==> src/fpn_pkg.sv <==
package fpn_pkg;

    // the input is a 19-bit two's-complement significand sum
    localparam int SUM_W = 19;
    // magnitude drops the sign bit
    localparam int MAG_W = SUM_W - 1;
    // normalized mantissa including the hidden leading one at bit 10
    localparam int MANT_W = 11;
    // signed exponent change, range -10..4
    localparam int EXP_W = 5;

    // leading one is searched over magnitude bits 17 down to 3
    localparam int LEAD_W = 15;
    localparam int LEAD_LSB = 3;
    localparam int IDX_W = 4;
    // a leading one at this magnitude bit needs no exponent change
    localparam int NORM_POS = 13;

    localparam int WB_DW = 32;

    // word addresses on the 1-bit bus address
    localparam logic ADDR_SUM = 1'b0;
    localparam logic ADDR_RES = 1'b1;

    // field positions in the result read word
    localparam int RD_MANT_LSB = 0;
    localparam int RD_EXP_LSB = 11;
    localparam int RD_CARRY_BIT = 16;
    localparam int RD_SIGN_BIT = 17;
    localparam int RD_VALID_BIT = 31;

    // stage 1 output, idx holds the leading-one position minus 3
    typedef struct packed {
        logic             valid;
        logic             sign;
        logic [MAG_W-1:0] mag;
        logic [IDX_W-1:0] idx;
        logic             found;
    } lead_t;

    // stage 2 output, mantissa aligned with its leading one at bit 10
    typedef struct packed {
        logic                    valid;
        logic                    sign;
        logic [MANT_W-1:0]       mant;
        logic signed [EXP_W-1:0] exp_diff;
        logic                    rnd;
        logic                    sticky;
    } norm_t;

    // stage 3 output after rounding
    typedef struct packed {
        logic                    valid;
        logic                    sign;
        logic [MANT_W-1:0]       mant;
        logic signed [EXP_W-1:0] exp_diff;
        logic                    carry;
    } result_t;

endpackage
==> src/fpn_norm_top.sv <==
`timescale 1ns/1ps

module fpn_norm_top import fpn_pkg::*; (
    input  logic             i_clk,
    input  logic             i_rst,
    input  logic             i_wb_cyc,
    input  logic             i_wb_stb,
    input  logic             i_wb_we,
    input  logic             i_wb_adr,
    input  logic [WB_DW-1:0] i_wb_dat,
    output logic [WB_DW-1:0] o_wb_dat,
    output logic             o_wb_ack
);

    logic             start;
    logic [SUM_W-1:0] sum;
    lead_t            lead;
    norm_t            norm;
    result_t          result;

    // bus side, sum capture and the result register
    fpn_bus_port u_fpn_bus_port (
        .i_clk    (i_clk),
        .i_rst    (i_rst),
        .i_wb_cyc (i_wb_cyc),
        .i_wb_stb (i_wb_stb),
        .i_wb_we  (i_wb_we),
        .i_wb_adr (i_wb_adr),
        .i_wb_dat (i_wb_dat),
        .o_wb_dat (o_wb_dat),
        .o_wb_ack (o_wb_ack),
        .o_start  (start),
        .o_sum    (sum),
        .i_result (result)
    );

    // three pipeline stages, one cycle each
    fpn_lead_detect u_fpn_lead_detect (
        .i_clk   (i_clk),
        .i_rst   (i_rst),
        .i_start (start),
        .i_sum   (sum),
        .o_lead  (lead)
    );

    fpn_shift_norm u_fpn_shift_norm (
        .i_clk  (i_clk),
        .i_rst  (i_rst),
        .i_lead (lead),
        .o_norm (norm)
    );

    fpn_round_rne u_fpn_round_rne (
        .i_clk    (i_clk),
        .i_rst    (i_rst),
        .i_norm   (norm),
        .o_result (result)
    );

endmodule

==> src/fpn_round_rne.sv <==
`timescale 1ns/1ps

module fpn_round_rne import fpn_pkg::*; (
    input  logic    i_clk,
    input  logic    i_rst,
    input  norm_t   i_norm,
    output result_t o_result
);

    logic              guard;
    logic              inc;
    logic [MANT_W:0]   rounded;
    logic              carry;
    logic [MANT_W-1:0] final_mant;

    // guard is the lowest kept mantissa bit
    assign guard = i_norm.mant[0];

    // round to nearest even
    // above half rounds up, exactly half rounds up only when the guard is odd
    assign inc = i_norm.rnd & (guard | i_norm.sticky);

    // one extra bit catches the carry out of an all-ones mantissa
    assign rounded = {1'b0, i_norm.mant} + {{MANT_W{1'b0}}, inc};

    assign carry = rounded[MANT_W];

    // on carry the leading one moves up a place, so shift right by one to renormalize
    assign final_mant = carry ? rounded[MANT_W:1] : rounded[MANT_W-1:0];

    // stage 3 register
    always_ff @(posedge i_clk) begin
        if (i_rst) begin
            o_result.valid <= 1'b0;
        end else begin
            o_result.valid <= i_norm.valid;
            o_result.sign <= i_norm.sign;
            o_result.mant <= final_mant;
            // the exponent change passes through, the carry is flagged separately
            o_result.exp_diff <= i_norm.exp_diff;
            o_result.carry <= carry;
        end
    end

endmodule

==> src/fpn_shift_norm.sv <==
`timescale 1ns/1ps

module fpn_shift_norm import fpn_pkg::*; (
    input  logic  i_clk,
    input  logic  i_rst,
    input  lead_t i_lead,
    output norm_t o_norm
);

    // magnitude with zeros appended below bit 0 for small leading-one positions
    logic [MAG_W+MANT_W-2:0]  ext;
    logic [MANT_W-1:0]        mant;
    logic signed [EXP_W-1:0]  exp_diff;
    logic                     rnd;
    logic                     sticky;

    assign ext = {i_lead.mag, {(MANT_W-1){1'b0}}};

    always_comb begin
        int p;
        p = int'(i_lead.idx) + LEAD_LSB;
        mant = '0;
        exp_diff = '0;
        rnd = 1'b0;
        sticky = 1'b0;
        if (i_lead.found) begin
            // magnitude bit p lands on mantissa bit 10
            mant = ext[p + MANT_W - 1 -: MANT_W];
            // positive means the point moved left
            exp_diff = EXP_W'(p - NORM_POS);
            // round is the first bit below the mantissa, sticky ORs everything under it
            for (int i = 0; i < MAG_W; i++) begin
                if (i + MANT_W == p) begin
                    rnd = i_lead.mag[i];
                end
                if (i + MANT_W + 1 <= p) begin
                    sticky = sticky | i_lead.mag[i];
                end
            end
        end
    end

    // stage 2 register
    always_ff @(posedge i_clk) begin
        if (i_rst) begin
            o_norm.valid <= 1'b0;
        end else begin
            o_norm.valid <= i_lead.valid;
            o_norm.sign <= i_lead.sign;
            o_norm.mant <= mant;
            o_norm.exp_diff <= exp_diff;
            o_norm.rnd <= rnd;
            o_norm.sticky <= sticky;
        end
    end

endmodule

==> src/fpn_lead_detect.sv <==
`timescale 1ns/1ps

module fpn_lead_detect import fpn_pkg::*; (
    input  logic             i_clk,
    input  logic             i_rst,
    input  logic             i_start,
    input  logic [SUM_W-1:0] i_sum,
    output lead_t            o_lead
);

    logic             sign;
    logic [SUM_W-1:0] abs_sum;
    logic [MAG_W-1:0] mag;
    logic [IDX_W-1:0] idx;
    logic             found;

    // the top bit of the two's-complement sum is the sign
    assign sign = i_sum[SUM_W-1];

    // negate negative sums to get the magnitude
    assign abs_sum = sign ? (~i_sum + 1'b1) : i_sum;

    // the most negative sum overflows into bit 18 and leaves a zero magnitude
    assign mag = abs_sum[MAG_W-1:0];

    // priority search for the highest set bit among magnitude bits 17..3
    // the loop runs upward so a higher bit overrides a lower one
    always_comb begin
        idx = '0;
        found = 1'b0;
        for (int i = 0; i < LEAD_W; i++) begin
            if (mag[i + LEAD_LSB]) begin
                idx = IDX_W'(i);
                found = 1'b1;
            end
        end
    end

    // bits 2..0 alone never set found, those sums normalize to zero

    // stage 1 register, valid follows start by one cycle
    always_ff @(posedge i_clk) begin
        if (i_rst) begin
            o_lead.valid <= 1'b0;
        end else begin
            o_lead.valid <= i_start;
            o_lead.sign <= sign;
            o_lead.mag <= mag;
            o_lead.idx <= idx;
            o_lead.found <= found;
        end
    end

endmodule

==> src/fpn_bus_port.sv <==
`timescale 1ns/1ps

module fpn_bus_port import fpn_pkg::*; (
    input  logic             i_clk,
    input  logic             i_rst,
    input  logic             i_wb_cyc,
    input  logic             i_wb_stb,
    input  logic             i_wb_we,
    input  logic             i_wb_adr,
    input  logic [WB_DW-1:0] i_wb_dat,
    output logic [WB_DW-1:0] o_wb_dat,
    output logic             o_wb_ack,
    output logic             o_start,
    output logic [SUM_W-1:0] o_sum,
    input  result_t          i_result
);

    logic             req;
    logic             wr_hit;
    logic             rd_hit;
    result_t          res_q;
    logic [WB_DW-1:0] rd_word;

    // a new request is one the slave has not acked yet
    assign req = i_wb_cyc & i_wb_stb & ~o_wb_ack;
    assign wr_hit = req & i_wb_we & (i_wb_adr == ADDR_SUM);
    assign rd_hit = req & ~i_wb_we;

    // ack is a single-cycle pulse, so the master must drop stb before the next request
    always_ff @(posedge i_clk) begin
        if (i_rst) begin
            o_wb_ack <= 1'b0;
            o_start <= 1'b0;
        end else begin
            o_wb_ack <= req;
            // start lines up with the ack edge and feeds stage 1 directly
            o_start <= wr_hit;
        end
    end

    // the sum is held at the stage 1 input until the next write
    always_ff @(posedge i_clk) begin
        if (wr_hit) begin
            o_sum <= i_wb_dat[SUM_W-1:0];
        end
    end

    // result register, its valid field doubles as the clear-on-read flag
    always_ff @(posedge i_clk) begin
        if (i_rst) begin
            res_q.valid <= 1'b0;
        end else if (i_result.valid) begin
            // a fresh result wins over a read clear in the same cycle
            res_q <= i_result;
        end else if (rd_hit && (i_wb_adr == ADDR_RES)) begin
            res_q.valid <= 1'b0;
        end
    end

    // read mux, the result word at the result address and zero elsewhere
    always_comb begin
        rd_word = '0;
        if (i_wb_adr == ADDR_RES) begin
            rd_word[RD_MANT_LSB +: MANT_W] = res_q.mant;
            rd_word[RD_EXP_LSB +: EXP_W] = res_q.exp_diff;
            rd_word[RD_CARRY_BIT] = res_q.carry;
            rd_word[RD_SIGN_BIT] = res_q.sign;
            rd_word[RD_VALID_BIT] = res_q.valid;
        end
    end

    // read data is captured at the edge that raises ack, before the flag clears
    always_ff @(posedge i_clk) begin
        if (rd_hit) begin
            o_wb_dat <= rd_word;
        end
    end

endmodule

==> config.mk <==
export PLATFORM = sky130hd
export DESIGN_NAME = fpn_norm_top
export DESIGN_NICKNAME = d
export VERILOG_FILES = /design/src/fpn_pkg.sv /design/src/fpn_norm_top.sv /design/src/fpn_round_rne.sv /design/src/fpn_shift_norm.sv /design/src/fpn_lead_detect.sv /design/src/fpn_bus_port.sv
export SDC_FILE = /design/constraint.sdc
export NUM_CORES = 1
export LEC_CHECK = 0
export BUFFER_PORTS_ARGS = -buffer_cell sky130_fd_sc_hd__buf_2
export CAP_MARGIN = 20
export CELL_PAD_IN_SITES_DETAIL_PLACEMENT = 1
export CELL_PAD_IN_SITES_GLOBAL_PLACEMENT = 2
export CORE_UTILIZATION = 30
export DETAILED_ROUTE_END_ITERATION = 10
export MAX_ROUTING_LAYER = met4
export PLACE_DENSITY_LB_ADDON = 0.1
export SYNTH_ARGS = -nofsm -noshare
export SYNTH_HDL_FRONTEND = slang
export SYNTH_HIERARCHICAL = 1
export SYNTH_SLANG_ARGS = --single-unit
==> constraint.sdc <==
create_clock -name i_clk -period 3.1 [get_ports i_clk]
set_input_delay 0.465 -clock i_clk [delete_from_list [all_inputs] [get_ports i_clk]]
set_output_delay 0.465 -clock i_clk [all_outputs]
set_load 0.02 [all_outputs]
==> flow_metrics.tcl, run 1 <==
set metrics [dict create \
    ys.flop_type "edfxtp_1" \
    finalWorstPathRequiredPeriod_ns 2.94 \
    rsz0062_at_grt "no" \
    yosysSeqAreaShare_pct 50.1 \
    vias 5234 \
    r2r_end "u_fpn_lead_detect/o_lead[0]$_SDFFCE_PP1N_" \
    p_leak_nw 3.10 \
    dp_hpwl_mm 14.0 \
    final_common_cell "edfxtp_1" \
    rrSetupSlack_ns 0.16 \
    grt_max_degree 49 \
    setup_tns_ns 0 \
    criticalPathCategory "reg -> reg" \
    netlist-cell-type-count 85 \
    synth-edff-count 117 \
    yosys_warnings 6 \
    reg2regPathDepth 7 \
    htree_num_levels 4 \
    drtIter0Drc 286 \
    worstMarginPinSlew_ns 0.925 \
    r2r_start "u_fpn_bus_port/o_sum[1]$_DFFE_PP_" \
    dr.pass1.iters 4 \
    maxSlewHeadroom_pct 38.3 \
    endpoint_kind "flip-flop" \
    synthToLayoutAreaGrowth_pct 17.3 \
    grt_pass1_wl_mm 30.0 \
    synth_seq_cells 123 \
    wl_per_cell_microns 18.3 \
    async_flop_share_pct 0 \
    clockRootBuffer "clkbuf_16" \
    cap_violations 0 \
    clkTransAtPathRegs_ns 0.06 \
    clk_latency_ns 0.41 \
    finalSetupViolCount 0 \
    layout-drive-gt1-share_pct 22.0 \
    viasPerCell 5.14 \
    fp-row-count 56 \
    hold_viol_final 0 \
    netlist_area_sq_um 7260 \
    grt_pass1_vias 5415 \
    worst_setup_path_start_kind "flip-flop" \
    hold_class "in -> reg" \
    io_buffers 44 \
    finalMaxSlewViolations 0 \
    powerDensity_nw_per_um2 538 \
    wl_mm 18.6 \
    drc 0 \
    cts.sinks 123 \
    coreArea_sq_um 23600 \
    start_util_pct 30.7 \
    peakVddDrop_mv 0.283 \
    grt_overflow 0 \
    antenna_cells 0 \
    dieArea_sq_um 24800 \
    antenna_found_initial 0 \
    min_to "u_fpn_bus_port/o_sum[16]$_DFFE_PP_" \
    skew_ns 0.00946 \
    postSynthCellCount 627 \
    crit_fanout 6 \
    fin_crit_sh_pct 94.8 \
    die_w_microns 158 \
    outcome "complete, no violations" \
    antenna_left 0 \
    syn_avg_cell_area_sq_um 11.6 \
    whs_ns 0.218 \
    final_cell_mix "edfxtp_1 (117), buf_2 (44), nand2_1 (39)" \
    holdCritStartpoint "i_wb_dat[16]" \
    numCtsBuffers 17 \
    grtUsageTotal_pct 16.4 \
    die_height_microns 158 \
    cts_tree "done" \
    cts_buffer_depth 2 \
    critical_path_required_ns 3.26 \
    io_pins 71 \
    fmax_mhz 340 \
    holdPathStages 1 \
    globalplace.congestion 0.828 \
    cp.arrival_ns 3.10 \
    fin_nets 738 \
    cp-startpoint "u_fpn_bus_port/o_sum[1]$_DFFE_PP_" \
]
[cells by family (layout without fill, tap and decap cells)]
group	count (synthesis)	count (layout)	synth area share [%]
adder cells (fa/ha/maj)	14	14	2.41
buffers and inverters	77	137	5.50
multiplexers	46	46	8.38
AO/OA/AOI/OAI	150	150	15.2
XOR/XNOR	24	24	3.28
flip-flops	123	123	50.1
AND/OR/NAND/NOR	192	192	15.2
other	1	13	0.0517
[metrics by stage]
step                      utilization [%]  total power, mW  instance area, sq um  setup WS, ns  std cells
after detailed placement             33.4             2.60                  7890         0.152        986
after CTS                            36.0             4.65                  8500         0.127       1018
after floorplan                         -             2.42                  7320       0.00901        639
final                                36.1             4.58                  8510         0.162       1018
after global routing                 36.1             4.79                  8510       0.00376       1018
after global placement               33.4             2.58                  7890         0.178        986
[worst max-delay path, cell delays in order (launching register included)]
cell       delay, ns
edfxtp_1        0.39
buf_4           0.18
or4_1           0.65
o41ai_4         0.52
nand2b_1        0.16
a21oi_2         0.23
nand4bb_1       0.17
or3_1           0.39
[power by group]
| group | leakage (nW) | internal, mW | switching (mW) |
|---|---|---|---|
| Clock | 0.304 | 1.20 | 0.820 |
| Combinational | 1.64 | 0.235 | 0.342 |
| Sequential | 1.16 | 1.92 | 0.0651 |
[per-layer routing]
layer	vias to the layer above	GRT usage (%)	part of all wire, %
li1	2505	-	-
met1	2610	20.1	46
met2	98	27.6	50
met3	21	2.67	2.7
met4	0	5.13	1.6
met5	-	-	0
[timing repair]
action,CTS,global route
setup buffers,0,0
hold endpoints to repair,0,0
hold buffers,0,0
gates resized for setup,0,2
endpoints found under the setup margin,0,1
[how the worst max path moves through the flow]
stage                                                 to  slack [ns]  cells after the start
2_1_floorplan  u_fpn_shift_norm/o_norm[14]$_SDFFCE_PN0N_       0.009                     14
3_3_place_gp   u_fpn_lead_detect/o_lead[0]$_SDFFCE_PP1N_        0.18                      8
3_5_place_dp   u_fpn_lead_detect/o_lead[0]$_SDFFCE_PP1N_        0.15                      8
4_1_cts        u_fpn_lead_detect/o_lead[0]$_SDFFCE_PP1N_        0.13                      8
5_1_grt        u_fpn_lead_detect/o_lead[0]$_SDFFCE_PP1N_       0.004                      7
6_report       u_fpn_lead_detect/o_lead[0]$_SDFFCE_PP1N_        0.16                      7
[synth_stat cells, drive strengths merged, types with 3 or more instances]
| cell | count | share of area (%) |
|---|---|---|
| a211oi | 7 | 0.79 |
| a21boi | 3 | 0.31 |
| a21o | 3 | 0.31 |
| a21oi | 34 | 2.4 |
| a31oi | 10 | 0.86 |
| a41oi | 4 | 0.74 |
| and2 | 22 | 1.9 |
| and3 | 4 | 0.36 |
| buf | 37 | 3.4 |
| clkbuf | 13 | 0.67 |
| dfxtp | 6 | 1.7 |
| edfxtp | 117 | 48 |
| ha | 14 | 2.4 |
| inv | 27 | 1.4 |
| mux2 | 13 | 2.1 |
| mux2i | 24 | 3.3 |
| mux4 | 9 | 3.0 |
| nand2 | 40 | 2.2 |
| nand2b | 7 | 0.60 |
| nand3 | 17 | 1.3 |
| nand3b | 5 | 0.52 |
| nand4 | 8 | 0.86 |
| nor2 | 27 | 1.4 |
| nor2b | 11 | 0.95 |
| nor3 | 16 | 1.1 |
| nor3b | 3 | 0.31 |
| nor4 | 4 | 0.55 |
| o211ai | 6 | 0.62 |
| o21a | 6 | 0.62 |
| o21ai | 23 | 1.6 |
| o311ai | 3 | 0.36 |
| o31a | 3 | 0.36 |
| o31ai | 10 | 1.0 |
| o32ai | 5 | 0.60 |
| o41ai | 5 | 1.1 |
| or3 | 10 | 0.86 |
| or3b | 3 | 0.36 |
| or4 | 4 | 0.41 |
| xnor2 | 18 | 2.2 |
| xor2 | 4 | 0.48 |
[layout make-up]
class / instances / area [sq um]
repair buffers: 78 / 475
multi-input cells: 439 / 3290
flip-flops and latches: 123 / 3630
well taps: 319 / 399
clock inverters: 12 / 113
fillers: 2618 / 15100
inverters: 27 / 101
clock buffers: 20 / 500
[sequential cells by signal (all words and copies together), names as in the netlist]
name	flops
u_fpn_bus_port/o_sum	19
u_fpn_bus_port/o_wb_ack	1
u_fpn_round_rne/o_result	19
u_fpn_bus_port/res_q	19
u_fpn_bus_port/o_wb_dat	19
u_fpn_bus_port/o_start	1
u_fpn_lead_detect/o_lead	25
u_fpn_shift_norm/o_norm	20
No activity file was read; power rests on OpenSTA's default activity.
==> run 2, diff against run 1 <==
--- a/config.mk
+++ b/config.mk
@@ -12,7 +12,7 @@
 export CORE_UTILIZATION = 30
 export DETAILED_ROUTE_END_ITERATION = 10
 export MAX_ROUTING_LAYER = met4
-export PLACE_DENSITY_LB_ADDON = 0.1
+export PLACE_DENSITY_LB_ADDON = 0.12
 export SYNTH_ARGS = -nofsm -noshare
 export SYNTH_HDL_FRONTEND = slang
 export SYNTH_HIERARCHICAL = 1
==> flow_metrics.tcl, run 2 (synthesis gave the netlist of run 1 again) <==
set metrics [dict create \
    fin_nets 734 \
    p_clk_share_pct 43.8 \
    cts_buffer_depth 2 \
    globalplace.congestion 0.822 \
    grt_overflow 0 \
    worst_setup_path_start_kind "flip-flop" \
    intPower_mw 3.35 \
    cpMaxStageDelayCell "or4_1" \
    powerDensity_nw_per_um2 537 \
    clk_latency_ns 0.42 \
    fin_crit_sh_pct 94.3 \
    wl_per_cell_microns 18.1 \
    antenna_cells 0 \
    die_w_microns 158 \
    numCtsBuffers 17 \
    grt_max_degree 49 \
    drc 0 \
    rsz0062_at_grt "no" \
    hold_class "in -> reg" \
    use_met2_pct 28.2 \
    grt_pass1_wl_mm 29.9 \
    io_pins 71 \
    busiest_layer "met2" \
    holdPathStages 1 \
    dr.pass1.iters 4 \
    r2r_start "u_fpn_bus_port/o_sum[1]$_DFFE_PP_" \
    critical_path_required_ns 3.26 \
    layout-drive-gt1-share_pct 21.7 \
    clockRootBuffer "clkbuf_16" \
    reg.largest.list "u_fpn_lead_detect/o_lead x25, u_fpn_shift_norm/o_norm x20" \
    r2r_end "u_fpn_lead_detect/o_lead[0]$_SDFFCE_PP1N_" \
    coreArea_sq_um 23600 \
    antenna_found_initial 0 \
    drtIter0Drc 213 \
    largest_register_ffs 25 \
    post-cts-setup-buffers 0 \
    cp.arrival_ns 3.08 \
    dp_hpwl_mm 13.6 \
    cp-startpoint "u_fpn_bus_port/o_sum[1]$_DFFE_PP_" \
    final_common_cell "edfxtp_1" \
    regMostFlops "u_fpn_lead_detect/o_lead" \
    reg2regPathDepth 7 \
    antenna_left 0 \
    holdCritStartpoint "i_wb_dat[3]" \
    finalSetupViolCount 0 \
    cts_tree "done" \
    min_to "u_fpn_bus_port/o_sum[3]$_DFFE_PP_" \
    skew_ns 0.00844 \
    met3_usage_pct 2.67 \
    finalWorstPathRequiredPeriod_ns 2.92 \
    path_cells "buf_4 > or4_1 > o41ai_4 > nand2b_1 > a21oi_2 > nand4bb_1 > or3_1" \
    gr-usage-met1_pct 19.2 \
    cap_violations 0 \
    criticalPathCategory "reg -> reg" \
    start_util_pct 30.7 \
    endpoint_kind "flip-flop" \
    comb_power_share_pct 12.5 \
    vias 5166 \
    clkTransAtPathRegs_ns 0.06 \
    crit_fanout 6 \
    finalMaxSlewViolations 0 \
    power_mw 4.55 \
    grtUsageTotal_pct 16.3 \
    cts.sinks 123 \
    outcome "complete, no violations" \
    switchingPower_mw 1.20 \
    worstMarginPinSlew_ns 0.927 \
    synthToLayoutAreaGrowth_pct 16.8 \
    die_height_microns 158 \
    crit_family "simple AND/OR/NAND/NOR gates" \
    rrSetupSlack_ns 0.18 \
    fp-row-count 56 \
    maxSlewHeadroom_pct 38.2 \
    fmax_mhz 342 \
    grt_pass1_vias 5396 \
    viasPerCell 5.09 \
    wl_mm 18.3 \
    dieArea_sq_um 24800 \
    peakVddDrop_mv 0.296 \
    htree_num_levels 4 \
    final_cell_mix "edfxtp_1 (117), buf_2 (44), nand2_1 (39)" \
    max_stage_delay_ns 0.65 \
    p_leak_nw 3.07 \
    hold_viol_final 0 \
    worstPathBufferInverterCount 1 \
    setup_tns_ns 0 \
    switching_share_pct 26.3 \
    io_buffers 44 \
    p_seq_share_pct 43.7 \
]
==> run 2: cell count changes in the layout (fill, tap and decap cells not counted), moves of 2 or more <==
| cell | before | now |
|---|---|---|
| buf_4 | 34 | 30 |
| bufinv_16 | 0 | 2 |
| clkbuf_16 | 20 | 17 |
| clkinv_2 | 0 | 3 |
| inv_6 | 5 | 2 |
==> run 2: cell type report <==
cell class | instances | area [sq um]
clock inverters | 15 | 166
multi-input cells | 439 | 3310
fillers | 2602 | 15100
clock buffers | 17 | 425
well taps | 319 | 399
repair buffers | 74 | 445
flip-flops and latches | 123 | 3630
inverters | 27 | 101
==> run 2: what timing repair did <==
action,CTS,global route
resized for setup,0,4
hold buffers,0,0
endpoints found under the setup margin,0,6
==> run 2: how the worst max path moves through the flow <==
stage                                                endpoint  slack (ns)  cells past startpoint
global route        u_fpn_lead_detect/o_lead[0]$_SDFFCE_PP1N_        0.02                      7
CTS                  u_fpn_shift_norm/o_norm[7]$_SDFFCE_PN0N_        0.09                      9
detailed placement   u_fpn_shift_norm/o_norm[7]$_SDFFCE_PN0N_        0.06                      9
floorplan           u_fpn_shift_norm/o_norm[14]$_SDFFCE_PN0N_       0.009                     14
finish              u_fpn_lead_detect/o_lead[0]$_SDFFCE_PP1N_        0.18                      7
global placement     u_fpn_shift_norm/o_norm[7]$_SDFFCE_PN0N_        0.14                      9
==> run 2: layer usage <==
metal	wire length (microns)	vias up
li1	-	2486
met1	8130	2572
met2	9470	88
met3	473	20
met4	250	0
met5	0	-
==> run 2: stage by stage <==
stage | cells | cell area (sq um) | hold slack [ns] | setup slack [ns] | utilization, %
2_1_floorplan | 639 | 7320 | 0.400 | 0.00901 | -
3_3_place_gp | 982 | 7860 | 0.401 | 0.142 | 33.3
3_5_place_dp | 982 | 7860 | 0.406 | 0.0567 | 33.3
4_1_cts | 1014 | 8450 | 0.202 | 0.0915 | 35.8
5_1_grt | 1014 | 8480 | 0.198 | 0.0225 | 35.9
6_report | 1014 | 8480 | 0.221 | 0.178 | 35.9
==> run 2: power by group through the flow <==
| stage | clock network, mW | logic, mW | registers, mW |
|---|---|---|---|
| after global routing | 2.12 | 0.630 | 2.00 |
| after CTS | 2.06 | 0.570 | 1.99 |
| final | 1.99 | 0.568 | 1.99 |
| after global placement | 0 | 0.565 | 2.02 |
| after floorplan | 0 | 0.424 | 2.00 |
| after detailed placement | 0 | 0.567 | 2.02 |
==> run 3, diff against run 2 <==
--- a/config.mk
+++ b/config.mk
@@ -5,6 +5,7 @@
 export SDC_FILE = /design/constraint.sdc
 export NUM_CORES = 1
 export LEC_CHECK = 0
+export ABC_AREA = 1
 export BUFFER_PORTS_ARGS = -buffer_cell sky130_fd_sc_hd__buf_2
 export CAP_MARGIN = 20
 export CELL_PAD_IN_SITES_DETAIL_PLACEMENT = 1
==> flow_metrics.tcl, run 3 <==
set metrics [dict create \
    antenna_left 0 \
    cp.arrival_ns 2.97 \
    setup_tns_ns 0 \
    ctsResizeCount 0 \
    clkTransAtPathRegs_ns 0.07 \
    hold_viol_final 0 \
    vias 5191 \
    cp-startpoint "u_fpn_lead_detect/o_lead[2]$_SDFFCE_PP1N_" \
    finalWorstPathRequiredPeriod_ns 2.82 \
    viasPerCell 4.61 \
    r2r_end "u_fpn_shift_norm/o_norm[1]$_SDFFCE_PN0N_" \
    fmax_mhz 355 \
    netlist_area_sq_um 6880 \
    drtIter0Drc 233 \
    cts_buffer_depth 2 \
    synth_top_area_share_pct 51.1 \
    post-route-util_pct 35.7 \
    synth_area_leaders "edfxtp_1 (51%), nand2_1 (11%), inv_1 (5.6%), o21ai_0 (3.9%), nand3_1 (3.1%)" \
    min_to "u_fpn_bus_port/o_sum[14]$_DFFE_PP_" \
    reg.largest.list "u_fpn_lead_detect/o_lead x25, u_fpn_shift_norm/o_norm x20" \
    grtUsageTotal_pct 15.7 \
    globalplace.congestion 0.818 \
    r2r_start "u_fpn_lead_detect/o_lead[2]$_SDFFCE_PP1N_" \
    worstMarginPinSlew_ns 0.925 \
    stdcell_count 1127 \
    criticalPathCategory "reg -> reg" \
    netlist-cell-type-count 50 \
    wl_mm 17.1 \
    holdCritStartpoint "i_wb_dat[14]" \
    fp-row-count 55 \
    largest_register_ffs 25 \
    grt_pass1_wl_mm 27.9 \
    rsz0062_at_grt "no" \
    final_common_cell "nand2_1" \
    drc 0 \
    grt_pass1_vias 5200 \
    hold_class "in -> reg" \
    place_ws_ns 0.304 \
    nFillCells 2638 \
    die_height_microns 153 \
    timing.final.ws_setup_ns 0.281 \
    dp_hpwl_mm 13.2 \
    cts.sinks 123 \
    async_flop_share_pct 0 \
    io_pins 71 \
    rrSetupSlack_ns 0.28 \
    grt_max_degree 39 \
    critical_path_required_ns 3.25 \
    postSynthCellCount 767 \
    fin_nets 881 \
    antenna_cells 0 \
    clk_latency_ns 0.43 \
    outcome "complete, no violations" \
    synthToLayoutAreaGrowth_pct 17.3 \
    cap_violations 0 \
    powerDensity_nw_per_um2 555 \
    numCtsBuffers 17 \
    io_buffers 44 \
    htree_num_levels 4 \
    yosys.cell_count.top_type "nand2_1" \
    yosysSeqAreaShare_pct 52.8 \
    hold_buffers 0 \
    post-cts-setup-buffers 0 \
    yosys-top-cells-count "nand2_1 (196), edfxtp_1 (117), inv_1 (103)" \
    dieArea_sq_um 23500 \
    final_cell_mix "nand2_1 (196), edfxtp_1 (117), inv_1 (103)" \
    ys.flop_type "edfxtp_1" \
    finalMaxSlewViolations 0 \
    cts_tree "done" \
    p_leak_nw 3.49 \
    syn_avg_cell_area_sq_um 8.96 \
    fin_crit_sh_pct 90.9 \
    synth_seq_cells 123 \
    maxSlewHeadroom_pct 38.3 \
    peakVddDrop_mv 0.345 \
    regMostFlops "u_fpn_lead_detect/o_lead" \
    synth_top_cell_by_area "edfxtp_1" \
    dr.pass1.iters 4 \
    die_w_microns 153 \
    dp_cells 1095 \
    coreArea_sq_um 22600 \
    grt_overflow 0 \
    skew_ns 0.0270 \
    wl_per_cell_microns 15.2 \
    synth-edff-count 117 \
    layout-drive-gt1-share_pct 17.7 \
    power_mw 4.47 \
    endpoint_kind "flip-flop" \
    regArea_sq_um 3630 \
    start_util_pct 30.5 \
    crit_fanout 6 \
    antenna_found_initial 0 \
    multi_input_area_sq_um 2680 \
    holdPathStages 1 \
    yosys_warnings 6 \
    worst_setup_path_start_kind "flip-flop" \
    finalSetupViolCount 0 \
    reg2regPathDepth 22 \
    clockRootBuffer "clkbuf_16" \
]
-- run 3: changes by cell type after synthesis, sizes merged, moves of 14 or more --
cell and delta:
mux2i -20, nand3 +31, nand2 +172, and2 -21
nor2 +40, o21ai +43, xnor2 -14, inv +83
-- run 3: worst max path at each step --
stage | endpoint | slack, ns
CTS | u_fpn_shift_norm/o_norm[0]$_SDFFCE_PN0N_ | 0.30
global placement | u_fpn_shift_norm/o_norm[1]$_SDFFCE_PN0N_ | 0.32
global route | u_fpn_shift_norm/o_norm[8]$_SDFFCE_PN0N_ | 0.001
finish | u_fpn_shift_norm/o_norm[1]$_SDFFCE_PN0N_ | 0.28
floorplan | u_fpn_shift_norm/o_norm[0]$_SDFFCE_PN0N_ | 0.007
detailed placement | u_fpn_shift_norm/o_norm[1]$_SDFFCE_PN0N_ | 0.30
-- run 3: per-stage QoR --
stage	hold slack (ns)	cell area, sq um
final	0.210	8060
after global routing	0.193	8060
after CTS	0.191	8060
after detailed placement	0.397	7460
after global placement	0.400	7460
after floorplan	0.388	6920
-- run 3: final cells by class --
type / instances / share of cell area (%)
inverters: 111 / 5.23
multi-input cells: 513 / 33.3
well taps: 285 / 4.42
repair buffers: 63 / 4.50
clock inverters: 9 / 0.807
clock buffers: 23 / 6.72
flip-flops and latches: 123 / 45.1
-- run 3: report_power, final --
part	switching (mW)	internal, mW
Clock	0.768	1.24
Combinational	0.349	0.162
Sequential	0.0432	1.91
Total	1.16	3.31
-- run 3: metal layers --
| layer | part of all wire, % | track usage [%] | vias to the layer above |
|---|---|---|---|
| met4 | 0.99 | 4.57 | 0 |
| met3 | 2.8 | 2.69 | 13 |
| met5 | 0 | - | - |
| met1 | 49 | 20.1 | 2438 |
| li1 | - | - | 2647 |
| met2 | 48 | 25.5 | 93 |
-- run 3: cell families (layout without fill, tap and decap cells) --
logic type               Yosys count  in the layout  share of synthesized area (%)
AO/OA/AOI/OAI                    116            116                           9.34
other                              1             13                         0.0545
XOR/XNOR                           9              9                           1.26
adder cells (fa/ha/maj)           14             14                           2.55
flip-flops                       123            123                           52.8
multiplexers                       4              4                          0.582
AND/OR/NAND/NOR                  357            357                           24.5
buffers and inverters            143            206                           8.84
-- run 3: critical path, cell delays in order, from the launching register on --
cell and delay, ns:
edfxtp_1 0.45, inv_1 0.14, ha_1 0.17, inv_1 0.05, nand2_2 0.13, nand2_4 0.06
inv_2 0.14, ha_1 0.35, nand4_2 0.20, o21ai_1 0.12, inv_1 0.05, nand2_1 0.06
nand2_1 0.05, nand2_1 0.05, nand2_1 0.05, nand2_1 0.06, nand2_1 0.06, nand2_1 0.06
nand3_1 0.08, nand2_1 0.07, nand2_1 0.05, nand2_1 0.06, a21oi_2 0.06
